[src/replay_pkg.sv]
/*
 * Packet replay shared definitions
 * Widths, register map and the queue engine state encoding
 */
`default_nettype none

package replay_pkg;

  localparam int data_w     = 64;
  localparam int addr_w     = 10;
  localparam int count_w    = 16;
  localparam int reg_addr_w = 6;
  localparam int reg_w      = 32;

  typedef logic [data_w-1:0]     pkt_data_t;
  typedef logic [addr_w-1:0]     store_addr_t;
  typedef logic [count_w-1:0]    replay_count_t;
  typedef logic [reg_addr_w-1:0] reg_addr_t;
  typedef logic [reg_w-1:0]      reg_data_t;

  // Global registers
  localparam reg_addr_t reg_ctrl   = 6'd0;
  localparam reg_addr_t reg_status = 6'd1;

  // Per-queue block, four words per queue
  localparam reg_addr_t reg_queue_base = 6'd4;

  localparam logic [1:0] qoff_ctrl  = 2'd0;
  localparam logic [1:0] qoff_count = 2'd1;
  localparam logic [1:0] qoff_low   = 2'd2;
  localparam logic [1:0] qoff_high  = 2'd3;

  typedef enum logic [1:0] {
    IDLE,
    RUN,
    WAIT_DONE
  } queue_state_t;

endpackage

`default_nettype wire

[src/read_arbiter.sv]
/*
 * Store read arbiter
 * Round-robin grant among queue requests, tags each read with its queue and
 * routes the returned word to that queue one cycle after the store answers
 */
`default_nettype none

module read_arbiter #(
  parameter int num_queues = 4
) (
  input  wire logic                    axi_aclk,
  input  wire logic                    reset,
  input  wire logic                    rd_req [num_queues],
  input  wire replay_pkg::store_addr_t rd_addr [num_queues],
  output logic                         rd_grant [num_queues],
  output logic                         mem_rd_en,
  output replay_pkg::store_addr_t      mem_rd_addr,
  input  wire replay_pkg::pkt_data_t   mem_rd_data,
  input  wire logic                    mem_rd_last,
  output logic                         rsp_valid [num_queues],
  output replay_pkg::pkt_data_t        rsp_data [num_queues],
  output logic                         rsp_last [num_queues]
);

  localparam int tag_w = (num_queues > 1) ? $clog2(num_queues) : 1;

  logic [tag_w-1:0]      rr_ptr;
  logic [tag_w-1:0]      grant_idx;
  logic                  grant_found;
  logic [tag_w-1:0]      tag_q;
  logic                  tag_valid;
  replay_pkg::pkt_data_t rsp_data_q;
  logic                  rsp_last_q;

  // First requester at or after the pointer wins
  always_comb begin : pick
    int cand;
    grant_found = 1'b0;
    grant_idx   = '0;
    for (int i = 0; i < num_queues; i++) begin
      cand = int'(rr_ptr) + i;
      if (cand >= num_queues) begin
        cand = cand - num_queues;
      end
      if (!grant_found && rd_req[cand]) begin
        grant_found = 1'b1;
        grant_idx   = tag_w'(cand);
      end
    end
  end

  always_comb begin
    for (int q = 0; q < num_queues; q++) begin
      rd_grant[q] = grant_found && (int'(grant_idx) == q);
    end
  end

  assign mem_rd_en   = grant_found;
  assign mem_rd_addr = rd_addr[grant_idx];

  always_ff @(posedge axi_aclk) begin
    if (reset) begin
      rr_ptr <= '0;
    end else if (grant_found) begin
      if (int'(grant_idx) == num_queues - 1) begin
        rr_ptr <= '0;
      end else begin
        rr_ptr <= grant_idx + 1'b1;
      end
    end
  end

  // Tag travels alongside the store read
  always_ff @(posedge axi_aclk) begin
    if (reset) begin
      tag_valid <= 1'b0;
      for (int q = 0; q < num_queues; q++) begin
        rsp_valid[q] <= 1'b0;
      end
    end else begin
      tag_valid <= mem_rd_en;
      for (int q = 0; q < num_queues; q++) begin
        rsp_valid[q] <= tag_valid && (int'(tag_q) == q);
      end
    end
  end

  always_ff @(posedge axi_aclk) begin
    if (mem_rd_en) begin
      tag_q <= grant_idx;
    end
    if (tag_valid) begin
      rsp_data_q <= mem_rd_data;
      rsp_last_q <= mem_rd_last;
    end
  end

  // Payload is shared, only the valid is steered
  always_comb begin
    for (int q = 0; q < num_queues; q++) begin
      rsp_data[q] = rsp_data_q;
      rsp_last[q] = rsp_last_q;
    end
  end

endmodule

`default_nettype wire

[config.mk]
export PLATFORM = sky130hd
export DESIGN_NAME = read_arbiter
export DESIGN_NICKNAME = d
export VERILOG_FILES = /design/src/replay_pkg.sv /design/src/read_arbiter.sv
export SDC_FILE = /design/constraint.sdc
export NUM_CORES = 1
export LEC_CHECK = 0
export BUFFER_PORTS_ARGS = -buffer_cell sky130_fd_sc_hd__buf_2
export CAP_MARGIN = 20
export CORE_AREA = 5 5 149 151
export CTS_CLUSTER_DIAMETER = 40
export DETAILED_ROUTE_END_ITERATION = 8
export DIE_AREA = 0 0 154 156
export PLACE_DENSITY = 0.47
export REMOVE_ABC_BUFFERS = 1
export SLEW_MARGIN = 20
export SYNTH_ARGS = -nofsm -noshare
export SYNTH_HDL_FRONTEND = slang
export SYNTH_SLANG_ARGS = --single-unit
[constraint.sdc]
create_clock -name axi_aclk -period 3 [get_ports axi_aclk]
set_clock_uncertainty 0.15 [all_clocks]
set_input_delay 0 -clock axi_aclk [delete_from_list [all_inputs] [get_ports axi_aclk]]
set_output_delay 0 -clock axi_aclk [all_outputs]
set_load 0.01 [all_outputs]
==> reports/qor.txt <==
Status: completed
Initial antenna violation count: 0
Setup TNS: 0 ps
Core ar.: 20,700 µm²
FP Rows: 53
Delay of the slowest critical-path stage: 580 ps
Hold Crit Class: input pin to flip-flop
Switching Share: 0.276
Grt ovf: 0
Setup crit end kind: flip-flop
Vias in the first global route: 3,034
Cts bufs inserted: 9
Pwr dens: 515 nW/µm²
Slowest cell on the critical path: dlygate4sd3_1
Max-cap violations: 0
Period utilisation layout: 0.695
Share of layout cells above drive strength 1: 0.671
CTS sink cnt: 74
R2r worst-path depth: 6
Worst-path maximum fanout: 13
Final hold slack: 1.74 ps
Clk buf depth: 2
Root Buffer Master: clkbuf_16
DR vias: 3,098
Leakage: 2.91 nW
Die Height: 156 µm
Maximum vdd drop: 0.242 mV
Clock-pin slew on the worst setup and hold paths: 60 ps
Cell count after synthesis: 333
Netlist cell types: 26
Peak Freq: 479 MHz
DRC viols: 0
Logic pwr share: 0.228
Fin. max-slew vios: 0
RR Endpoint: rr_ptr[0]$_SDFFE_PP0P_
Gp weighted congestion: 0.801
Internal power: 2.21 mW
#FFs+latches synth: 74
PortBufs: 389
Vias/cell: 3.51
DR pass1 iterations: 4
Post-DP HPWL: 10.6 mm
RSZ-0062 raised after global routing: false
Initial Utilization: 0.201
Setup ws final: 914 ps
Largest net degree at the start of global routing: 70
Psw: 0.840 mW
Die width: 154 µm
Layout net count: 714
HP Start: rd_req[0]
Final WL: 13.1 mm
CTS tree: built
Hold Path Sink: tag_q[0]$_DFFE_PP_
Worst rel slew slack: 0.396
Post-cts resize count: 0
Min Tclk post-route: 2090 ps
Final count of hold timing violations: 0
Final setup fails: 0
Sequential share of power: 0.428
DP Worst Slack: 1260 ps
Critical Path Start Type: flip-flop
Drt initial violations: 64
Clock Power Share: 0.344
Boundary Pins: 390
Post-Place Cells: 798
Area Overhead vs Synth: 42.2%
CP required: 3070 ps
Non-filler cells in the finished layout: 883
# diodes: 0
Worst skew pair latency: 330 ps
Tightest Pin Transition: 906 ps
Reg2reg setup slack: 910 ps
Warnings, synthesis: 0
Sequential fraction of the synthesis area: 0.517
Drt wl/cell: 14.9 µm
Launch point of the worst reg-to-reg path: rr_ptr[0]$_SDFFE_PP0P_
Crit Path Class: flip-flop to flip-flop
Mapped Area: 4160 µm²
Leading cell type in the layout, fill and taps excluded: buf_2
H-tree depth: 3
Pwr Total: 3.05 mW
All-layer global routing usage: 0.0992
Hold Path Depth: 3
Arrival @ worst endpoint: 2150 ps
Most frequent cells in the layout: buf_2 (389), dlygate4sd3_1 (69), edfxtp_1 (67)
Syn avg cell area: 12.5 µm²
Cells along the critical path: or2b_1 -> a21oi_1 -> a211o_2 -> inv_2 -> a211oi_2 -> dlygate4sd3_1
Die area: 24,000 µm²
Post-DRT Antenna Nets: 0
First-pass GRT wire length: 18.2 mm
## routing by layer
| layer | part of all wire | vias to the layer above | wire, µm | global-route usage |
|---|---|---|---|---|
| met1 | 0.39 | 1436 | 5070 | 0.117 |
| li1 | - | 1463 | - | - |
| met5 | 0 | - | 0 | 0 |
| met3 | 0.10 | 12 | 1320 | 0.0366 |
| met4 | 0.014 | 0 | 179 | 0.0345 |
| met2 | 0.50 | 187 | 6550 | 0.166 |
## what timing repair did
action,in CTS,in global routing
buffers inserted,0,0
hold buffers,69,0
hold endpoints to repair,72,0
## cell usage after synthesis
master | instances | share of area
a211o_2 | 1 | 0.0024
a211oi_2 | 1 | 0.0030
a21o_1 | 1 | 0.0018
a21oi_1 | 4 | 0.0048
and2_1 | 1 | 0.0015
and4b_1 | 1 | 0.0024
buf_12 | 1 | 0.0048
buf_4 | 196 | 0.35
buf_6 | 3 | 0.0081
dfxtp_1 | 7 | 0.034
edfxtp_1 | 67 | 0.48
inv_1 | 4 | 0.0036
inv_2 | 1 | 0.00090
mux2i_1 | 30 | 0.072
nand2_1 | 1 | 0.00090
nand2b_1 | 1 | 0.0015
nor2_1 | 3 | 0.0027
nor2b_1 | 1 | 0.0015
nor3_1 | 1 | 0.0012
nor4_1 | 1 | 0.0015
nor4b_1 | 1 | 0.0021
nor4bb_1 | 2 | 0.0048
o22a_1 | 1 | 0.0021
o22ai_1 | 1 | 0.0015
or2b_1 | 1 | 0.0018
xor2_1 | 1 | 0.0021
## cell families (layout without fill, tap and decap cells)
kind of cell / count (synthesis) / after routing / synth area share
mux: 30 / 30 / 0.0722
buf+inv: 205 / 480 / 0.371
simple gates: 14 / 14 / 0.0220
flops: 74 / 74 / 0.517
compound gates: 9 / 9 / 0.0156
xor+xnor: 1 / 1 / 0.00211
## power by group through the flow
stage / registers (mW) / clock network, mW / logic, mW
after floorplan: 1.41 / 0 / 0.182
after global placement: 1.33 / 0 / 0.634
after detailed placement: 1.33 / 0 / 0.630
after CTS: 1.31 / 1.10 / 0.708
after global routing: 1.32 / 1.15 / 0.749
final: 1.30 / 1.05 / 0.694
## flip-flops by register name, indices dropped and copies added, names as in the netlist
signal and count:
tag_valid 1, rsp_last_q 1, tag_q 2, rsp_valid 4, rr_ptr 2, rsp_data_q 64
## metrics by stage
| step | area, µm² | util |
|---|---|---|
| after global routing | 5920 | 0.286 |
| after global placement | 4940 | 0.239 |
| after CTS | 5920 | 0.286 |
| after detailed placement | 4940 | 0.239 |
| final | 5920 | 0.286 |
| after floorplan | 2640 | - |
## cell type report
cell class | count | area [µm²]
sequential | 74 | 2160
timing repair buffer | 459 | 2650
inverter | 5 | 18.8
fill | 2169 | 14800
multi-input combinational | 54 | 465
clock inverter | 5 | 56.3
tap | 275 | 344
clock buffer | 11 | 233
## worst max-delay path, delay by kind of cell, from the launching register on
kind / cells / cell delay (ps)
AND/OR/NAND/NOR: 1 / 110
buffers and inverters: 2 / 860
AO/OA/AOI/OAI: 3 / 480
flip-flops: 1 / 360
## worst max-delay path by stage
stage	from	endpoint	slack [ps]	cells past startpoint
detailed placement	rr_ptr[1]$_SDFFE_PP0P_	mem_rd_addr[3]	1260	7
CTS	rr_ptr[1]$_SDFFE_PP0P_	mem_rd_addr[3]	880	7
finish	rr_ptr[0]$_SDFFE_PP0P_	rr_ptr[0]$_SDFFE_PP0P_	910	6
floorplan	tag_valid$_SDFF_PP0_	rsp_valid[1]$_SDFF_PP0_	650	1
global route	rr_ptr[1]$_SDFFE_PP0P_	mem_rd_addr[7]	740	7
global placement	rr_ptr[1]$_SDFFE_PP0P_	mem_rd_addr[5]	1280	7
No activity file was read; power rests on OpenSTA's default activity.
