`config.mk`:
```
export PLATFORM = sky130hd
export DESIGN_NAME = replay_queue_engine
export DESIGN_NICKNAME = d
export VERILOG_FILES = /design/src/replay_pkg.sv /design/src/replay_queue_engine.sv
export SDC_FILE = /design/constraint.sdc
export NUM_CORES = 1
export LEC_CHECK = 0
export BUFFER_PORTS_ARGS = -buffer_cell sky130_fd_sc_hd__buf_2
export CAP_MARGIN = 20
export CORE_MARGIN = 1
export CORE_UTILIZATION = 57
export DETAILED_ROUTE_END_ITERATION = 12
export PLACE_DENSITY_LB_ADDON = 0.12
export SYNTH_ARGS = -nofsm -noshare
export SYNTH_HDL_FRONTEND = slang
export SYNTH_SLANG_ARGS = --single-unit
```
`constraint.sdc`:
```
create_clock -name axi_aclk -period 4.8 [get_ports axi_aclk]
set_input_delay 0.48 -clock axi_aclk [delete_from_list [all_inputs] [get_ports axi_aclk]]
set_output_delay 0.48 -clock axi_aclk [all_outputs]
set_load 0.1 [all_outputs]
```
`src/replay_pkg.sv`:
```
/*
 * Packet replay shared definitions
 * Widths, register map and the queue engine state encoding
 */
`default_nettype none

package replay_pkg;

  localparam int data_w     = 64;
  localparam int addr_w     = 10;
  localparam int count_w    = 16;
  localparam int reg_addr_w = 6;
  localparam int reg_w      = 32;

  typedef logic [data_w-1:0]     pkt_data_t;
  typedef logic [addr_w-1:0]     store_addr_t;
  typedef logic [count_w-1:0]    replay_count_t;
  typedef logic [reg_addr_w-1:0] reg_addr_t;
  typedef logic [reg_w-1:0]      reg_data_t;

  // Global registers
  localparam reg_addr_t reg_ctrl   = 6'd0;
  localparam reg_addr_t reg_status = 6'd1;

  // Per-queue block, four words per queue
  localparam reg_addr_t reg_queue_base = 6'd4;

  localparam logic [1:0] qoff_ctrl  = 2'd0;
  localparam logic [1:0] qoff_count = 2'd1;
  localparam logic [1:0] qoff_low   = 2'd2;
  localparam logic [1:0] qoff_high  = 2'd3;

  typedef enum logic [1:0] {
    IDLE,
    RUN,
    WAIT_DONE
  } queue_state_t;

endpackage

`default_nettype wire

```
`src/replay_queue_engine.sv`:
```
/*
 * Replay queue engine
 * Walks the configured address range once per pass, issuing one store read
 * per grant, then waits for its outstanding words to leave the port
 */
`default_nettype none

module replay_queue_engine (
  input  wire logic                      axi_aclk,
  input  wire logic                      reset,
  input  wire logic                      sw_reset,
  input  wire logic                      enable,
  input  wire logic                      start,
  input  wire replay_pkg::replay_count_t count,
  input  wire replay_pkg::store_addr_t   low,
  input  wire replay_pkg::store_addr_t   high,
  input  wire logic                      can_issue,
  input  wire logic                      rd_grant,
  input  wire logic                      out_done,
  output logic                           rd_req,
  output replay_pkg::store_addr_t        rd_addr,
  output logic                           busy
);

  replay_pkg::queue_state_t  state;
  replay_pkg::store_addr_t   cur_addr;
  replay_pkg::replay_count_t passes;
  logic                      range_ok;

  // Empty runs never leave idle
  assign range_ok = (count != '0) && (high >= low);

  always_ff @(posedge axi_aclk) begin
    if (reset || sw_reset) begin
      state  <= replay_pkg::IDLE;
      passes <= '0;
    end else begin
      case (state)
        replay_pkg::IDLE: begin
          if (start && enable && range_ok) begin
            state    <= replay_pkg::RUN;
            cur_addr <= low;
            passes   <= count;
          end
        end
        replay_pkg::RUN: begin
          if (!enable) begin
            // Stop issuing, let in-flight words drain
            state <= replay_pkg::WAIT_DONE;
          end else if (rd_grant) begin
            if (cur_addr == high) begin
              cur_addr <= low;
              passes   <= passes - 1'b1;
              if (passes == replay_pkg::replay_count_t'(1)) begin
                state <= replay_pkg::WAIT_DONE;
              end
            end else begin
              cur_addr <= cur_addr + 1'b1;
            end
          end
        end
        replay_pkg::WAIT_DONE: begin
          if (out_done) begin
            state <= replay_pkg::IDLE;
          end
        end
        default: state <= replay_pkg::IDLE;
      endcase
    end
  end

  assign rd_req  = (state == replay_pkg::RUN) && enable && can_issue;
  assign rd_addr = cur_addr;
  assign busy    = (state != replay_pkg::IDLE);

endmodule

`default_nettype wire

```
==> results.md <==
- Cell count after synthesis: 269
- First-pass GRT wire length: 9363 um
- Placeable core area: 0.003468 mm^2
- CTS buffer count: 3
- Ys Warns: 0
- Die Area: 0.003985 mm^2
- Total global routing track utilization: 0.2943
- Post-route fraction of the period consumed by the critical path: 0.5223
- Setup repair after global routing missed its margin: false
- Maximum clock rate: 0.3989 GHz
- Signed area change from the synthesized netlist to the final layout: 17.51%
- Fin crit period: 2507 ps
- Startpoint of the most critical hold path: passes[15]$_SDFFE_PP0P_
- Power density over the cells: 202.0 mW/mm^2
- Number of vias per cell: 6.102
- Number of rows in the core area: 21
- Count of cells resized by post-cts repair: 0
- 1st-iter DRT viols: 238
- Net count reported at finish: 376
- Largest net degree at the start of global routing: 25
- Max Cap Violations: 0
- Switching fraction of total power: 0.3011
- Fill cell instance count of the final layout: 294
- Number of H-tree levels: 1
- WP data arrival: 2730 ps
- Count of buffers from port buffering: 55
- Critical path type: reg -> reg
- Hold Crit Endpoint: passes[15]$_SDFFE_PP0P_
- Overflow after GRT: 0
- Maximum root-to-sink buffer count: 2
- Yosys top cell area share: 0.1692
- Iteration count of the initial detailed-routing pass: 5
- Number of routed nets with antenna violations: 0
- Boundary pin count: 56
- TritonCTS clock tree: done
- CTS root buf: sky130_fd_sc_hd__clkbuf_8
- Final Util: 0.7215
- WHS Path Cells: 1
- Clock skew: 10.22 ps
- Sequential-to-total area share from yosys stat: 0.3102
- Startpoint class of the critical path: register
- Run status: finished, final reports clean
- Final setup TNS: 0 ps
- Relative contribution of combinational cells to total power: 0.222
- Final Hold Slack: 503.2 ps
- Total half-perimeter wirelength after legalization and detailed placement: 4009 um
- Floorplan die width: 63.13 um
- Number of distinct library cell variants in the gate-level netlist after synthesis: 42
- Die height: 63.13 um
- Hold-fix buffer count after cts: 0
- Largest area contributor in the synthesized netlist: sky130_fd_sc_hd__dfxtp_1
- Initial antenna violation count: 0
- Total vias in the final route: 2221
- Total detailed-routing wirelength: 5473 um
- Clock Sinks: 28
- Total non-filler cell area in the finished layout: 0.002502 mm^2
- Final weighted congestion in routability-driven placement: 0.8305
- Area contributors post-synth: sky130_fd_sc_hd__dfxtp_1 (17%), sky130_fd_sc_hd__edfxtp_1 (14%), sky130_fd_sc_hd__ha_1 (7.6%)
- Antenna diodes: 0
- Mean area per synthesized cell: 7.917 um^2
- Hold Path Class: reg -> reg
- Number of endpoints failing setup at the final stage: 0
- Post-synth net total: 326
- CP required: 5030 ps
- Post CTS Setup Buffer Count: 0
- Clock input transition at the sequential cells of the worst setup and hold paths: 110 ps
- Register bit total from synthesis: 28
- Slew margin rel.: 0.2556
- Final routed wire length divided by cell count: 15.04 um
- # DRC: 0
- P_int: 0.3533 mW
- Sort of element at the end of the critical path: register
- Clock latency on the worst-skew pair: 280 ps
- Reg2Reg Launch Point: rd_addr[7]$_DFFE_PP_
- Share of cells above drive strength 1: 0.2296
- Max-slew violations: 0
- Sequential power share: 0.500
- Proportion of power drawn by the clock network: 0.278
- Effective utilization at floorplan: 0.6140
- Reg2Reg Depth: 5
- Worst Max-Slew Pin Slew: 1112 ps
- Final Hold Vio Count: 0
- Post-synth design cell area: 0.002130 mm^2
- Total leakage power: 1.110 nW
- Area of placed instances: 0.002457 mm^2
- Max FO, Critical Path: 15
- Destination of the worst register-to-register timing path: passes[10]$_SDFFE_PP0P_
- Vias in the first global route: 2024
- Net switching power: 0.1522 mW
- Peak VDD IR: 0.1406 mV
- Setup slack of the most critical reg-to-reg path: 2290 ps
## worst max-delay path by stage
stage	start	to	slack (ps)	cells past startpoint
finish	rd_addr[7]$_DFFE_PP_	passes[10]$_SDFFE_PP0P_	2290	5
detailed placement	low[2]	passes[14]$_SDFFE_PP0P_	2050	9
global route	low[2]	passes[1]$_SDFFE_PP0P_	2110	9
CTS	low[2]	passes[12]$_SDFFE_PP0P_	2330	9
global placement	low[2]	rd_addr[1]$_DFFE_PP_	2130	8
floorplan	rd_addr[2]$_DFFE_PP_	rd_addr[1]$_DFFE_PP_	2300	6
## flip-flops by register name (all words and copies together) (netlist names)
signal,count
passes,16
rd_addr,10
state,2
## layer usage
layer | part of all wire | track usage | vias up
li1 | - | - | 1087
met1 | 0.46 | 0.4344 | 1022
met2 | 0.44 | 0.4516 | 102
met3 | 0.085 | 0.03442 | 10
met4 | 0.013 | 0.07267 | 0
met5 | 0 | 0 | -
## cell families (layout without fill, tap and decap cells)
kind of cell	count (synthesis)	in the layout	share of synthesized area
compound gates	80	80	0.2568
simple gates	104	104	0.2356
xor+xnor	18	18	0.07403
fa+ha+maj	13	13	0.07638
buf+inv	26	75	0.04700
flops	28	28	0.3102
## through the flow
step	total power [mW]	cells	worst slack, ps
2_1_floorplan	0.3281	269	2298
3_3_place_gp	0.3655	359	2127
3_5_place_dp	0.3684	360	2051
4_1_cts	0.5024	364	2333
5_1_grt	0.5290	364	2108
6_report	0.5056	364	2293
## cell type report
| type | count | area, um^2 | area share |
|---|---|---|---|
| Tap cell | 46 | 57.56 | 0.02300 |
| Sequential cell | 28 | 660.6 | 0.2640 |
| Multi-Input combinational cell | 215 | 1369 | 0.5470 |
| Inverter | 12 | 45.04 | 0.01800 |
| Clock buffer | 4 | 45.04 | 0.01800 |
| Timing Repair Buffer | 59 | 325.3 | 0.1300 |
## placed cells by master, fill, tap and decap left out, types with 5 or more instances in the layout
master,instances
sky130_fd_sc_hd__nor2_1,24
sky130_fd_sc_hd__nor4_1,8
sky130_fd_sc_hd__xor2_1,13
sky130_fd_sc_hd__dfxtp_1,18
sky130_fd_sc_hd__a31o_2,6
sky130_fd_sc_hd__o21ai_0,16
sky130_fd_sc_hd__inv_1,12
sky130_fd_sc_hd__o211ai_1,5
sky130_fd_sc_hd__a21oi_1,16
sky130_fd_sc_hd__ha_1,13
sky130_fd_sc_hd__buf_2,55
sky130_fd_sc_hd__a32o_1,7
sky130_fd_sc_hd__xnor2_1,5
sky130_fd_sc_hd__a31oi_1,6
sky130_fd_sc_hd__edfxtp_1,10
sky130_fd_sc_hd__o31ai_1,5
sky130_fd_sc_hd__nor3_1,5
sky130_fd_sc_hd__nand3_1,7
sky130_fd_sc_hd__nand2_1,38
## cells in the mapped netlist (all sizes together)
master and n:
a211oi 4, a21o 1, a21oi 17, a22oi 3, a31o 6, a31oi 6
a32o 7, and2 1, and2b 1, and3 4, buf 2, clkbuf 12
dfxtp 18, edfxtp 10, ha 13, inv 12, nand2 38, nand2b 3
nand3 7, nand3b 1, nand4 2, nor2 24, nor2b 3, nor3 6
nor3b 1, nor4 8, o211a 1, o211ai 5, o21a 3, o21ai 17
o311a 1, o31ai 5, o41ai 4, or2 2, or3 2, or4 1
xnor2 5, xor2 13
## critical path: stages, from the launching register on
cell	delay, ps
sky130_fd_sc_hd__edfxtp_1	500
sky130_fd_sc_hd__xor2_1	190
sky130_fd_sc_hd__nor4_1	420
sky130_fd_sc_hd__a31oi_1	170
sky130_fd_sc_hd__nor2_1	880
sky130_fd_sc_hd__a31o_2	280
## power groups by stage
| stage | logic [mW] | registers, mW | clock network [mW] |
|---|---|---|---|
| 2_1_floorplan | 0.0645 | 0.264 | 0 |
| 3_3_place_gp | 0.108 | 0.258 | 0 |
| 3_5_place_dp | 0.110 | 0.258 | 0 |
| 4_1_cts | 0.111 | 0.253 | 0.139 |
| 5_1_grt | 0.126 | 0.253 | 0.150 |
| 6_report | 0.112 | 0.253 | 0.141 |
No activity file was read; power rests on OpenSTA's default activity.
