File: src/replay_pkg.sv
/*
 * Packet replay shared definitions
 * Widths, register map and the queue engine state encoding
 */
`default_nettype none

package replay_pkg;

  localparam int data_w     = 64;
  localparam int addr_w     = 10;
  localparam int count_w    = 16;
  localparam int reg_addr_w = 6;
  localparam int reg_w      = 32;

  typedef logic [data_w-1:0]     pkt_data_t;
  typedef logic [addr_w-1:0]     store_addr_t;
  typedef logic [count_w-1:0]    replay_count_t;
  typedef logic [reg_addr_w-1:0] reg_addr_t;
  typedef logic [reg_w-1:0]      reg_data_t;

  // Global registers
  localparam reg_addr_t reg_ctrl   = 6'd0;
  localparam reg_addr_t reg_status = 6'd1;

  // Per-queue block, four words per queue
  localparam reg_addr_t reg_queue_base = 6'd4;

  localparam logic [1:0] qoff_ctrl  = 2'd0;
  localparam logic [1:0] qoff_count = 2'd1;
  localparam logic [1:0] qoff_low   = 2'd2;
  localparam logic [1:0] qoff_high  = 2'd3;

  typedef enum logic [1:0] {
    IDLE,
    RUN,
    WAIT_DONE
  } queue_state_t;

endpackage

`default_nettype wire

File: src/replay_regs.sv
/*
 * Replay register block
 * Simple register bus with one-cycle read latency, per-queue configuration,
 * start pulses and the read-only status word
 */
`default_nettype none

module replay_regs #(
  parameter int num_queues = 4
) (
  input  wire logic                        axi_aclk,
  input  wire logic                        reset,
  input  wire logic                        reg_wr,
  input  wire logic                        reg_rd,
  input  wire replay_pkg::reg_addr_t       reg_addr,
  input  wire replay_pkg::reg_data_t       reg_wdata,
  output replay_pkg::reg_data_t            reg_rdata,
  input  wire logic                        busy [num_queues],
  input  wire replay_pkg::store_addr_t     wr_ptr,
  output logic                             sw_reset,
  output logic                             q_enable [num_queues],
  output logic                             q_start [num_queues],
  output replay_pkg::replay_count_t        q_count [num_queues],
  output replay_pkg::store_addr_t          q_low [num_queues],
  output replay_pkg::store_addr_t          q_high [num_queues]
);

  localparam int q_words = 4 * num_queues;

  replay_pkg::reg_addr_t          q_rel;
  logic [replay_pkg::reg_addr_w-3:0] q_idx;
  logic                           in_queue_space;
  replay_pkg::reg_data_t          rd_mux;

  // Offset into the per-queue block
  assign q_rel = reg_addr - replay_pkg::reg_queue_base;
  assign q_idx = q_rel[replay_pkg::reg_addr_w-1:2];
  assign in_queue_space = (reg_addr >= replay_pkg::reg_queue_base) && (int'(q_rel) < q_words);

  always_ff @(posedge axi_aclk) begin
    if (reset) begin
      sw_reset <= 1'b0;
      for (int q = 0; q < num_queues; q++) begin
        q_enable[q] <= 1'b0;
        q_start[q]  <= 1'b0;
        q_count[q]  <= '0;
        q_low[q]    <= '0;
        q_high[q]   <= '0;
      end
    end else begin
      for (int q = 0; q < num_queues; q++) begin
        q_start[q] <= 1'b0;
      end
      if (reg_wr && reg_addr == replay_pkg::reg_ctrl) begin
        sw_reset <= reg_wdata[0];
      end
      if (reg_wr && in_queue_space) begin
        for (int q = 0; q < num_queues; q++) begin
          if (int'(q_idx) == q) begin
            case (q_rel[1:0])
              replay_pkg::qoff_ctrl: begin
                q_enable[q] <= reg_wdata[0];
                // Start is a pulse, never while software reset is held
                q_start[q]  <= reg_wdata[1] && !sw_reset;
              end
              replay_pkg::qoff_count: q_count[q] <= reg_wdata[replay_pkg::count_w-1:0];
              replay_pkg::qoff_low:   q_low[q]   <= reg_wdata[replay_pkg::addr_w-1:0];
              default:                q_high[q]  <= reg_wdata[replay_pkg::addr_w-1:0];
            endcase
          end
        end
      end
    end
  end

  // Readback mux, unmapped words are zero
  always_comb begin
    rd_mux = '0;
    if (reg_addr == replay_pkg::reg_ctrl) begin
      rd_mux[0] = sw_reset;
    end else if (reg_addr == replay_pkg::reg_status) begin
      for (int q = 0; q < num_queues; q++) begin
        rd_mux[q] = busy[q];
      end
      rd_mux[16 +: replay_pkg::addr_w] = wr_ptr;
    end else if (in_queue_space) begin
      for (int q = 0; q < num_queues; q++) begin
        if (int'(q_idx) == q) begin
          case (q_rel[1:0])
            replay_pkg::qoff_ctrl:  rd_mux[0] = q_enable[q];
            replay_pkg::qoff_count: rd_mux[replay_pkg::count_w-1:0] = q_count[q];
            replay_pkg::qoff_low:   rd_mux[replay_pkg::addr_w-1:0] = q_low[q];
            default:                rd_mux[replay_pkg::addr_w-1:0] = q_high[q];
          endcase
        end
      end
    end
  end

  always_ff @(posedge axi_aclk) begin
    if (reset) begin
      reg_rdata <= '0;
    end else if (reg_rd) begin
      reg_rdata <= rd_mux;
    end
  end

endmodule

`default_nettype wire

File: config.mk
export PLATFORM = sky130hd
export DESIGN_NAME = replay_regs
export DESIGN_NICKNAME = d
export VERILOG_FILES = /design/src/replay_pkg.sv /design/src/replay_regs.sv
export SDC_FILE = /design/constraint.sdc
export NUM_CORES = 1
export LEC_CHECK = 0
export ABC_AREA = 1
export ABC_CLOCK_PERIOD_IN_PS = 1930
export BUFFER_PORTS_ARGS = -buffer_cell sky130_fd_sc_hd__buf_4
export CORE_ASPECT_RATIO = 1.2
export CORE_MARGIN = 4
export CORE_UTILIZATION = 53
export CTS_BUF_LIST = sky130_fd_sc_hd__clkbuf_2 sky130_fd_sc_hd__clkbuf_4 sky130_fd_sc_hd__clkbuf_8
export CTS_CLUSTER_SIZE = 40
export DETAILED_ROUTE_END_ITERATION = 8
export PLACE_DENSITY = 0.85
export SLEW_MARGIN = 20
export SYNTH_ARGS = -nofsm -noshare
export SYNTH_HDL_FRONTEND = slang
export SYNTH_SLANG_ARGS = --single-unit
File: constraint.sdc
create_clock -name axi_aclk -period 1.93 [get_ports axi_aclk]
set_input_delay 0.4825 -clock axi_aclk [delete_from_list [all_inputs] [get_ports axi_aclk]]
set_output_delay 0.4825 -clock axi_aclk [all_outputs]
set_load 0.02 [all_outputs]
==> results.md <==
- Synth top area share: 0.463
- Post-synth EDFFs: 0
- Fin area: 0.0104 sq mm
- Most frequent CP cell: buf_4
- Leading area contributor after synthesis: dfxtp_1
- Power, Total: 7.03 mW
- Core outline area: 0.0144 sq mm
- Power share of the clock group: 0.382
- Hold Path Origin: wr_ptr[2]
- Footprint of the multi-input gates: 0.00357 sq mm
- Req. time, crit path: 2.28 ns
- Via density: 5.67
- Worst min path class: primary input to register
- Overflow after GRT: 0
- Slew Limit Fails: 0
- Worst path cell trace: buf_4 > nor2_1 > buf_4 > nand2_1 > inv_1 > buf_4 > nand2_4 > nor2_2 > inv_2 > o21ai_0 > a21oi_1
- Non-filler cells, final: 1,518
- Tcrit/Tclk final: 0.847
- Die area: 0.0166 sq mm
- Post-route minimum period: 1.63 ns
- Sequential share of the synthesized area: 0.463
- Hold Path Depth: 3
- Warnings, synthesis: 0
- Hpwl dp: 19.9 mm
- Setup repair bufs after CTS: 0
- DRC: 0
- Reg area: 0.00358 sq mm
- Mean routed wirelength per cell: 17.9 um
- Kind of critical path: primary input to register
- Via count: 8,605
- FF-to-FF path depth: 7
- Hold worst-path end: reg_rdata[18]
- CTS resizes: 0
- Clk root buf: clkbuf_8
- Layout cells sized above 1: 0.270
- Switching pwr: 1.79 mW
- Endpoints failing hold: 0
- Unique cell type count in the Yosys netlist: 29
- Antenna viol nets, final: 0
- First-pass GRT wire length: 42.3 mm
- DR iter-0 viols: 814
- Worst setup SP type: primary input
- Syn-to-layout area delta: 34.3%
- PortBufs: 218
- GPL Wtd Cong: 0.948
- CP Launch Point: reg_addr[5]
- Die Y: 140 um
- Number of global-route vias before repair: 8,033
- Number of antenna violations at the first check in global routing: 0
- Largest delay share family, worst path: buffers and inverters
- Fillers: 1,108
- Sequential share of power: 0.530
- Die X: 118 um
- # clock sinks: 179
- Total wire length: 27.2 mm
- CTS H-tree depth: 4
- PwrDens: 676 mW/mm^2
- Most used DFF post-synth: dfxtp_1
- Dominant cells by area after synthesis: dfxtp_1 46%, nor2_1 12%, o21ai_0 11%
- Worst-path clk slew: 0.09 ns
- Beginning of the worst register-to-register path: q_low[38]
- Gr usage total: 0.321
- Final Util: 0.724
- Critical Path Slowest Stage Cell: o21ai_0
- Synth async-reset ratio: 0
- Final setup fails: 0
- Status: complete, no violations
- Post-synth top cells: 243 x nor2_1, 179 x dfxtp_1, 167 x o21ai_0, 152 x nand2_1, 96 x a21oi_1
- Avg Inst Size Synth: 7.12 sq um
- Worst clock skew: 0.0117 ns
- Top-count cell post-synth: nor2_1
- Pleak: 4.74 nW
- Insertion delay to the later sink of the worst-skew pair: 0.48 ns
- # nets final: 1,387
- RSZ-0062 raised after global routing: false
- Pint: 5.24 mW
- Hold Buf Count CTS: 0
- Critical Path AT: 1.99 ns
- #FFs+latches synth: 179
- Max VDD drop: 0.700 mV
- CTS Buf Count: 17
- Largest net degree at the start of global routing: 67
- Ant. Diodes: 0
- Critical path endpoint category: register
- CTS Buffer Depth: 2
- Dpl cell area: 0.00999 sq mm
- Cell Rows: 48
- Pre-antenna DRT Iters: 5
- Reg2reg setup slack: 0.48 ns
- Mapped cell area: 0.00774 sq mm
- Logic pwr share: 0.089
- Reg2reg end: reg_rdata[8]
- Initial Util: 0.539
- Clock tree from TritonCTS: built
- Top Ports: 241
- CP max stage delay: 0.25 ns
- Placed cells: 1,487
- MaxCap Viol Count: 0
- CP bufs+invs: 5
- CP max FO: 21
- Cells after Synth: 1,087
- Sw Share: 0.255
- Fmax: 612 MHz
## through the flow
step | hold WS (ns) | setup TNS, ns | setup slack, ns
after global routing | 0.248 | 0 | 0.198
after CTS | 0.245 | 0 | 0.370
after detailed placement | 0.456 | -2.84 | -0.104
after floorplan | 0.537 | 0 | 0.183
final | 0.257 | 0 | 0.296
after global placement | 0.452 | -0.273 | -0.0314
## flip-flops by register name, summed over array words and instances, names as in the netlist
name       count
q_count       64
q_enable       4
q_high        40
q_low         40
q_start        4
reg_rdata     26
sw_reset       1
## worst reg2reg max path, stage by stage, from the launching register on
cell and delay (ns):
dfxtp_1 0.34, inv_1 0.08, nor2_1 0.05, o21ai_0 0.25
buf_4 0.17, nand3_1 0.12, o21ai_0 0.22, a21oi_1 0.10
## how the worst max path moves through the flow
| stage | slack [ns] | to | depth (start not counted) |
|---|---|---|---|
| after global placement | -0.03 | q_count[51] | 11 |
| final | 0.30 | q_count[52] | 11 |
| after floorplan | 0.18 | q_count[41] | 11 |
| after global routing | 0.20 | reg_rdata[0] | 14 |
| after CTS | 0.37 | q_count[16] | 1 |
| after detailed placement | -0.10 | q_count[52] | 11 |
## power groups by stage
stage,clock [mW],sequential [mW],combinational [mW]
global route,2.85,3.72,0.666
finish,2.68,3.72,0.623
CTS,2.69,3.72,0.608
floorplan,0,3.83,0.303
global placement,0,3.81,0.594
detailed placement,0,3.81,0.603
## per-layer routing
layer | wire [um] | global-route usage
met1 | 10200 | 0.389
met2 | 12900 | 0.529
met3 | 2640 | 0.0739
met4 | 1480 | 0.174
met5 | 0 | 0
## kinds of logic (layout without fill, tap and decap cells)
family                 after synthesis  after routing  synth area share
AO/OA/AOI/OAI                      309            309             0.214
buffers and inverters              143            394            0.0776
flip-flops                         179            179             0.463
other                                1              6          0.000485
AND/OR/NAND/NOR                    455            455             0.245
## layout by cell type (no fill, tap or decap)
cell	synthesis	routed
a22oi_1	3	3
clkinv_1	5	5
clkinv_4	0	2
clkinv_2	0	5
inv_1	48	48
bufinv_16	0	3
nor2_1	243	243
a22o_1	6	6
o221ai_1	5	5
o211ai_1	20	20
buf_12	0	11
o22ai_1	4	4
nor2_2	4	4
o21ai_2	1	1
nor2_4	5	5
dfxtp_1	179	179
nor2_8	2	2
nand4_1	4	4
nand2_4	6	6
nand2_1	152	152
nand2_2	4	4
inv_6	0	2
nor3_1	1	1
buf_4	8	285
inv_4	1	1
o21ai_0	167	167
clkbuf_8	0	18
o21ai_1	7	7
inv_2	13	13
a21oi_1	96	96
nand3_1	34	34
clkinvlp_4	0	1
conb_1	1	6
## layout make-up
type,count,area share
repair buffers,296,0.227
inverters,67,0.0244
well taps,175,0.0211
clock inverters,13,0.0152
flip-flops and latches,179,0.345
clock buffers,18,0.0238
multi-input cells,770,0.344
Power figures use the tool's default switching activity.
