**config.mk**
```make
export PLATFORM = sky130hd
export DESIGN_NAME = tx_credit_port
export DESIGN_NICKNAME = d
export VERILOG_FILES = /design/src/replay_pkg.sv /design/src/tx_credit_port.sv
export SDC_FILE = /design/constraint.sdc
export NUM_CORES = 1
export LEC_CHECK = 0
export ABC_AREA = 0
export BUFFER_PORTS_ARGS = -buffer_cell sky130_fd_sc_hd__buf_4
export CAP_MARGIN = 20
export CORE_ASPECT_RATIO = 0.8
export CORE_UTILIZATION = 43
export DETAILED_ROUTE_END_ITERATION = 8
export PLACE_DENSITY = 0.79
export SYNTH_ARGS = -nofsm -noshare
export SYNTH_HDL_FRONTEND = slang
export SYNTH_SLANG_ARGS = --single-unit
```
**constraint.sdc**
```tcl
create_clock -name axi_aclk -period 2.3 [get_ports axi_aclk]
set_input_delay 0.69 -clock axi_aclk [delete_from_list [all_inputs] [get_ports axi_aclk]]
set_output_delay 0.69 -clock axi_aclk [all_outputs]
set_load 0.005 [all_outputs]
```
**src/replay_pkg.sv**
```systemverilog
/*
 * Packet replay shared definitions
 * Widths, register map and the queue engine state encoding
 */
`default_nettype none

package replay_pkg;

  localparam int data_w     = 64;
  localparam int addr_w     = 10;
  localparam int count_w    = 16;
  localparam int reg_addr_w = 6;
  localparam int reg_w      = 32;

  typedef logic [data_w-1:0]     pkt_data_t;
  typedef logic [addr_w-1:0]     store_addr_t;
  typedef logic [count_w-1:0]    replay_count_t;
  typedef logic [reg_addr_w-1:0] reg_addr_t;
  typedef logic [reg_w-1:0]      reg_data_t;

  // Global registers
  localparam reg_addr_t reg_ctrl   = 6'd0;
  localparam reg_addr_t reg_status = 6'd1;

  // Per-queue block, four words per queue
  localparam reg_addr_t reg_queue_base = 6'd4;

  localparam logic [1:0] qoff_ctrl  = 2'd0;
  localparam logic [1:0] qoff_count = 2'd1;
  localparam logic [1:0] qoff_low   = 2'd2;
  localparam logic [1:0] qoff_high  = 2'd3;

  typedef enum logic [1:0] {
    IDLE,
    RUN,
    WAIT_DONE
  } queue_state_t;

endpackage

`default_nettype wire

```
**src/tx_credit_port.sv**
```systemverilog
/*
 * Credit-based output port
 * Credits are taken at grant time and returned by the sink; the port also
 * tracks words in flight and registers the outgoing word
 */
`default_nettype none

module tx_credit_port #(
  parameter int init_credits = 4
) (
  input  wire logic                  axi_aclk,
  input  wire logic                  reset,
  input  wire logic                  sw_reset,
  input  wire logic                  rd_grant,
  input  wire logic                  m_credit,
  input  wire logic                  rsp_valid,
  input  wire replay_pkg::pkt_data_t rsp_data,
  input  wire logic                  rsp_last,
  output logic                       can_issue,
  output logic                       out_done,
  output logic                       m_valid,
  output replay_pkg::pkt_data_t      m_data,
  output logic                       m_last
);

  localparam int credit_w = $clog2(init_credits + 1) + 1;
  // Pipeline between grant and output holds at most three words
  localparam int flight_w = $clog2(init_credits + 4);

  logic [credit_w-1:0] credits;
  logic [flight_w-1:0] inflight;

  always_ff @(posedge axi_aclk) begin
    if (reset || sw_reset) begin
      credits  <= credit_w'(init_credits);
      inflight <= '0;
      m_valid  <= 1'b0;
    end else begin
      case ({rd_grant, m_credit})
        2'b10:   credits <= credits - 1'b1;
        2'b01:   credits <= credits + 1'b1;
        default: credits <= credits;
      endcase
      case ({rd_grant, rsp_valid})
        2'b10:   inflight <= inflight + 1'b1;
        2'b01:   inflight <= inflight - 1'b1;
        default: inflight <= inflight;
      endcase
      m_valid <= rsp_valid;
    end
  end

  always_ff @(posedge axi_aclk) begin
    if (rsp_valid) begin
      m_data <= rsp_data;
      m_last <= rsp_last;
    end
  end

  assign can_issue = (credits != '0);
  // Done once the last word has also left the output register
  assign out_done  = (inflight == '0) && !m_valid;

endmodule

`default_nettype wire

```
==> results.toml, run 1 <==
[timing]
final_hold_viol_count = 0
fin_skew_ps = 0.3113
tightest_slew_ps = 792.1
fin_crit_sh_pct = 89.88
slew_headroom_pct = 47.19
setup_tns_ps = 0
final-max-slew-violation-count = 0
rsz0062_at_grt = "no"
clock.fmax_mhz = 483.7
finalCriticalPeriod_ps = 2067
setup_viol = 0

[logic_synthesis]
ys_seq_area_share_pct = 87.28
synth.distinct_cells = 23
syn-cell-area_um2 = 2420
synth_area_per_cell_um2 = 21.04
yosysWarnings = 0
syn_nets = 192
postSynthCellCount = 115
ys_ff_latch = 73

[critical_path]
cp-end-kind = "primary output"
setup.worst_path.start_class = "flip-flop"
worstPathArrival_ps = 1380
critical_path.slowest_cell = "or4_1"
cp_max_fo = 4
path_buf_inv = 1
crit_type = "flip-flop to primary output"
critPathTopFamily = "simple AND/OR/NAND/NOR gates"
crit_chain = "or4_1, buf_4"
critical-path-max-stage-delay_ps = 530
critPathRequiredTime_ps = 1610

[place]
port_buffers = 138
dp.cells = 330
gp_congestion = 0.6939
post-dp-hpwl_um = 3784

[drt]
wl_per_cell_um = 14.71
vias = 1553
drtIter0Drc = 99
drc_errors = 0
viasPerCell = 4.488
drt_wl_total_um = 5089
ant_nets = 0
first_pass_iters = 4

[floorplan]
ios = 139
start_util_pct = 44.52
dieArea_um2 = 5933
fp.coreArea_um2 = 5435
die_x_um = 85.87
fp.dieH_um = 69.10
rows = 24

[finish]
drive_gt1_share_pct = 58.96
final_common_cell = "buf_4"
area_delta_synth_final_pct = 55.79
fin_cells = 346
layout_common_cells = "buf_4 (139), edfxtp_1 (65), clkbuf_8 (9)"
final_nets = 340
diodes = 0
fin_util_pct = 69.36

[power]
power_density_nw_per_um2 = 794.8
finalPower_w = 0.002996
peakVddDrop_v = 0.0003966
p_leak_nw = 1.606

[clock_network]
cts_buffers = 9
cts-root-buf = "clkbuf_8"
clk_path_buf_depth = 2
ctsResizeCount = 0
clock-sinks = 73
cts_hold_buf = 0
tritoncts = "done"
post_cts_buffers = 0
clk_latency_ps = 330
htree_levels = 3
cts.reportedPaths.clkPinSlew_ps = 70

[global_routing]
grt_pass1_wl_um = 7514
grt_start_max_net_pins = 67
grt_pass1_vias = 1492
antenna_found_initial = 0
grtUsageTotal_pct = 17.45
grt_overflow = 0

[run]
cap_violations = 0

[run_status]
status = "finished clean"

[hold_path]
hp-class = "flip-flop to flip-flop"
==> cell usage after synthesis <==
cell	n	area share (%)
a211o_1	1	0.36
a211oi_2	1	0.52
a21oi_1	2	0.41
a21oi_2	1	0.36
a31o_1	1	0.36
and2_1	1	0.26
and2_2	1	0.31
buf_2	2	0.41
dfxtp_1	8	6.6
edfxtp_1	65	81
fa_1	2	1.7
ha_1	4	2.1
inv_1	5	0.78
mux2i_1	2	0.83
nand2_1	1	0.15
nand3_1	2	0.41
nor2_1	7	1.1
nor4_1	1	0.26
o21ai_0	1	0.21
or2_2	1	0.26
or3_1	1	0.26
or4_1	1	0.31
xor2_1	4	1.4
==> path summary, 6_finish.rpt <==
| check | from | to | slack, ps | cells past startpoint |
|---|---|---|---|---|
| max reg2reg | inflight[0] | inflight[2] | 740 | 5 |
| max | credits[0] | can_issue | 230 | 2 |
| min reg2reg | inflight[2] | inflight[2] | 500 | 2 |
| min | inflight[2] | inflight[2] | 500 | 2 |
==> state kept, by name, indices dropped and copies added, names as in the netlist <==
name / cells
m_valid: 1
inflight: 3
credits: 4
m_last: 1
m_data: 64
==> where the power goes <==
group / total (W) / internal [W] / switching (W)
sequential: 0.00159 / 0.00155 / 0.0000323
clock: 0.00108 / 0.000617 / 0.000464
combinational: 0.000329 / 0.000209 / 0.000120
total: 0.00300 / 0.00238 / 0.000617
==> tightest hold or removal path, stage by stage, from the launching register on <==
cell	delay (ps)
dfxtp_1	330
o21ai_0	70
a21oi_1	60
==> routing by layer <==
layer	global-route usage (%)	part of all wire (%)	vias up
met1	19.09	36	728
met2	29.81	53	90
met4	8.704	1.8	0
met5	0	0	-
met3	6.228	8.9	8
li1	-	-	727
==> kinds of logic after synthesis <==
| logic type | Yosys count | share of synthesized area, % |
|---|---|---|
| DFF | 73 | 87.28 |
| and+or+nand+nor | 16 | 3.310 |
| AOI/OAI and AO/OA | 7 | 2.223 |
| buffers and inverters | 7 | 1.189 |
| adders and majority gates | 6 | 3.723 |
| xor gates and xnor gates | 4 | 1.448 |
| muxes | 2 | 0.8273 |
==> through the flow <==
stage / hold WS (ps) / setup WS, ps / area (um2)
floorplan: 458.3 / 278.4 / 2420
global placement: 480.9 / 92.27 / 3551
detailed placement: 496.5 / 40.42 / 3551
CTS: 497.6 / 198.1 / 3770
global route: 495.9 / 177.7 / 3770
finish: 502.5 / 232.8 / 3770
==> layout make-up <==
type,count,area (um2)
repair buffers,139,1044
clock inverters,6,91.34
inverters,5,18.77
multi-input cells,35,279.0
well taps,78,97.59
clock buffers,10,127.6
flip-flops and latches,73,2112
fillers,361,1665
Note: power is estimated with default switching activity, not from simulation.
==> run 2, diff against run 1 <==
CELL_PAD_IN_SITES_DETAIL_PLACEMENT = 1   (was default)
CELL_PAD_IN_SITES_GLOBAL_PLACEMENT = 1   (was default)
CORE_UTILIZATION = 34   (was 43)
==> run 2 against run 1 <==
Compared with the run above: sequential share of layout area is 0.19 points higher; clock skew is 1.4 ps higher; die area is 26% higher; routed wire length is 10% higher; via count is 0.45% lower; critical path type unchanged; non-clock buffer count stayed put; fmax is 0.15% lower; highest routed layer unchanged; critical path depth stayed put.
==> results.toml, run 2 (same netlist as run 1, synthesis figures left out) <==
[clock_network]
post_cts_buffers = 0
cts.reportedPaths.clkPinSlew_ps = 70
tritoncts = "done"
clk_path_buf_depth = 2
ctsResizeCount = 0
cts-root-buf = "clkbuf_8"
clock-sinks = 73
htree_levels = 3
clk_latency_ps = 330
cts_buffers = 9
cts_hold_buf = 0

[timing]
setup_viol = 0
tightest_slew_ps = 831.1
slew_headroom_pct = 44.59
rsz0062_at_grt = "no"
final_hold_viol_count = 0
final-max-slew-violation-count = 0
fin_crit_sh_pct = 90.01
finalCriticalPeriod_ps = 2070
setup_tns_ps = 0
fin_skew_ps = 1.732
clock.fmax_mhz = 483.0

[critical_path]
critPathRequiredTime_ps = 1610
worstPathArrival_ps = 1380
rr_worst_depth = 5
cp_max_fo = 4
setup.worst_path.start_class = "flip-flop"
crit_type = "flip-flop to primary output"
cp-end-kind = "primary output"

[run]
cap_violations = 0

[global_routing]
grt_pass1_wl_um = 7914
grt_pass1_vias = 1494
grt_overflow = 0
antenna_found_initial = 0
grt_start_max_net_pins = 67
grtUsageTotal_pct = 14.91

[finish]
reg_top3 = "m_data x64, credits x4, inflight x3"
fin_util_pct = 54.52
largest_register_ffs = 64
fin_cells = 355
final_common_cell = "buf_4"
drive_gt1_share_pct = 58.96
diodes = 0
area_delta_synth_final_pct = 55.27
layout_common_cells = "buf_4 (139), edfxtp_1 (65), clkbuf_8 (9)"
fill_cells = 703
largest-register = "m_data"
final_nets = 340

[drt]
viasPerCell = 4.355
vias = 1546
ant_nets = 0
first_pass_iters = 4
drc_errors = 0
drt_wl_total_um = 5614
wl_per_cell_um = 15.81
drtIter0Drc = 63

[power]
power_density_nw_per_um2 = 768.9
peakVddDrop_v = 0.0004086
p_leak_nw = 1.588

[floorplan]
rows = 27
ios = 139
die_x_um = 96.32
start_util_pct = 35.11
fp.coreArea_um2 = 6892
fp.dieH_um = 77.46
dieArea_um2 = 7460

[hold_path]
hp-class = "flip-flop to flip-flop"
worstHoldPathCells = 2

[place]
dp.cells = 339
gp_congestion = 0.7751
post-dp-hpwl_um = 4228
port_buffers = 138

[run_status]
status = "finished clean"
## run 2: cell count changes in the layout (fill, tap and decap cells not counted), sizes merged
cell and delta:
clkinvlp +2, clkinv -1, bufinv -1
## run 2: path summary, 6_finish.rpt
check                    from  slack, ps          end
setup reg to reg  inflight[0]        740  inflight[2]
hold reg to reg   inflight[2]        520  inflight[2]
setup / recovery   credits[0]        230    can_issue
hold / removal    inflight[2]        520  inflight[2]
## run 2: stage by stage
stage          setup slack, ps  hold WS [ps]  instance area [um2]  power (W)
2_1_floorplan            278.4         458.3                 2420   0.001679
3_3_place_gp             99.72         475.6                 3562   0.001940
3_5_place_dp             46.15         505.8                 3562   0.001959
4_1_cts                  206.1         505.1                 3757   0.002938
5_1_grt                  163.1         498.2                 3757   0.003017
6_report                 229.7         522.9                 3757   0.002889
## run 2: metal layers
metal  up-vias  part of all wire [%]  track usage [%]
met5         -                     0                0
met4         0                  0.62            3.529
met3         5                    12            7.255
met2        87                    50            25.32
met1       724                    37            16.75
li1        730                     -                -
## run 2: cell type report
| class | count | area, um2 | area share, % |
|---|---|---|---|
| well taps | 87 | 108.9 | 2.897 |
| multi-input cells | 35 | 279.0 | 7.426 |
| clock buffers | 10 | 127.6 | 3.397 |
| flip-flops and latches | 73 | 2112 | 56.21 |
| inverters | 5 | 18.77 | 0.4995 |
| repair buffers | 139 | 1044 | 27.77 |
| clock inverters | 6 | 67.56 | 1.798 |
## run 2: critical path, cell delays in order (launching register included)
cell	delay, ps
dfxtp_1	360
or4_1	540
buf_4	160
## run 2: power breakdown
| part | internal (W) | switching, W |
|---|---|---|
| logic | 0.000209 | 0.000124 |
| clock network | 0.000505 | 0.000463 |
| registers | 0.00155 | 0.0000346 |
| total | 0.00227 | 0.000621 |
==> run 3, diff against run 2 <==
CORE_UTILIZATION = 30   (was 34)
PLACE_DENSITY = 0.71   (was 0.79)
==> run 3 against run 2 <==
Compared with the run above: utilization is 4.2 points lower; critical path depth stayed put; total power is 8.4% higher; clock skew is 7.2 ps higher; sequential share of layout area is 0.99 points lower; final cell count is 5.1% higher; first-iteration DRC count is 46% lower; sequential power hardly changed; highest routed layer unchanged.
==> results.toml, run 3 (same netlist as run 1, synthesis figures left out) <==
[global_routing]
grt_pass1_vias = 1647
use_met1_pct = 15.55
grt_start_max_net_pins = 67
grt_overflow = 0
grtUsageTotal_pct = 14.61
gr-max-usage-layer = "met2"
antenna_found_initial = 0
grtUsageMet2_pct = 24.90
grt_pass1_wl_um = 8652
met3_usage_pct = 8.754

[hold_path]
min_from = "inflight[2]"
worstHoldPathCells = 2
hp-class = "flip-flop to flip-flop"

[drt]
ant_nets = 0
viasPerCell = 4.212
first_pass_iters = 4
vias = 1571
drc_errors = 0
wl_per_cell_um = 16.23
drtIter0Drc = 34
drt_wl_total_um = 6052

[clock_network]
cts_buffers = 9
post_cts_buffers = 0
cts.reportedPaths.clkPinSlew_ps = 80
clock-sinks = 73
cts_hold_buf = 0
clk_path_buf_depth = 2
htree_levels = 3
clk_latency_ps = 340
cts-root-buf = "clkbuf_8"
tritoncts = "done"
ctsResizeCount = 0

[timing]
setup_tns_ps = 0
finalWorstSetupSlack_ps = 220.2
fin_skew_ps = 8.943
final_hold_viol_count = 0
setup_viol = 0
tightest_slew_ps = 844.8
clock.fmax_mhz = 480.8
slew_headroom_pct = 43.68
rsz0062_at_grt = "no"
final-max-slew-violation-count = 0
finalCriticalPeriod_ps = 2080
fin_crit_sh_pct = 90.43

[critical_path]
crit_type = "flip-flop to primary output"
worstPathArrival_ps = 1390
path_buf_inv = 1
critical-path-max-stage-delay_ps = 530
cp_max_fo = 4
rr_worst_depth = 5
endpoint = "can_issue"
cp-startpoint = "credits[0]"
cp-end-kind = "primary output"
reg2reg_setup_slack_ps = 730
r2r-end = "inflight[2]"
critPathRequiredTime_ps = 1610
cp.depth = 2
r2r_start = "inflight[0]"
critPathTopFamily = "simple AND/OR/NAND/NOR gates"
critical_path.slowest_cell = "or4_1"
crit_chain = "or4_1, buf_4"
setup.worst_path.start_class = "flip-flop"

[place]
gp_congestion = 0.7698
port_buffers = 138
post-dp-hpwl_um = 4631
dp_slack_ps = 56.87

[finish]
fill_cells = 762
area_delta_synth_final_pct = 58.07
diodes = 0
largest-register = "m_data"
reg_top3 = "m_data x64, credits x4, inflight x3"
final_nets = 340
final_common_cell = "buf_4"
layout_common_cells = "buf_4 (139), edfxtp_1 (65), clkbuf_8 (9)"
drive_gt1_share_pct = 58.96
multi_input_area_um2 = 279.0
largest_register_ffs = 64
regArea_um2 = 2112

[floorplan]
rows = 28
ios = 139
dieArea_um2 = 8431
die_x_um = 102.4
start_util_pct = 31.83
fp.coreArea_um2 = 7602
fp.dieH_um = 82.33

[power]
power_density_nw_per_um2 = 818.7
finalPower_w = 0.003132
p_leak_nw = 1.617
peakVddDrop_v = 0.0003316

[run]
cap_violations = 0

[run_status]
status = "finished clean"
run 3: power by group:
| group | switching [W] | internal [W] | total [W] |
|---|---|---|---|
| logic | 0.000126 | 0.000209 | 0.000335 |
| clock network | 0.000480 | 0.000727 | 0.00121 |
| registers | 0.0000352 | 0.00155 | 0.00159 |
| total | 0.000641 | 0.00249 | 0.00313 |
run 3: area by class of cell:
type | instances | area share [%]
multi-input cells | 35 | 7.295
flip-flops and latches | 73 | 55.22
repair buffers | 139 | 27.28
clock buffers | 10 | 3.337
clock inverters | 6 | 2.944
well taps | 105 | 3.435
inverters | 5 | 0.4907
run 3: routing by layer:
layer	share of wire (%)	vias to the layer above	routed length (um)
met3	12	5	741
met1	37	751	2235
li1	-	730	-
met5	0	-	0
met2	51	85	3058
met4	0.28	0	17
run 3: worst min-delay path by stage:
| stage | endpoint | slack [ps] |
|---|---|---|
| 4_1_cts | m_data[58] | 490 |
| 6_report | inflight[2] | 510 |
| 3_3_place_gp | inflight[2] | 480 |
| 2_1_floorplan | inflight[2] | 460 |
| 3_5_place_dp | inflight[2] | 500 |
| 5_1_grt | m_data[42] | 480 |
run 3: through the flow:
stage	hold WS, ps	cell area, um2	utilization (%)	cells
2_1_floorplan	458.3	2420	-	115
3_3_place_gp	477.6	3585	47.15	357
3_5_place_dp	498.0	3585	47.15	357
4_1_cts	494.2	3825	50.31	373
5_1_grt	484.3	3825	50.31	373
6_report	509.7	3825	50.31	373
run 3: worst register-to-register path, cell delays in order, from the launching register on:
cell	delay (ps)
dfxtp_1	380
inv_1	80
fa_1	430
xor2_1	160
or3_1	320
a21oi_1	140
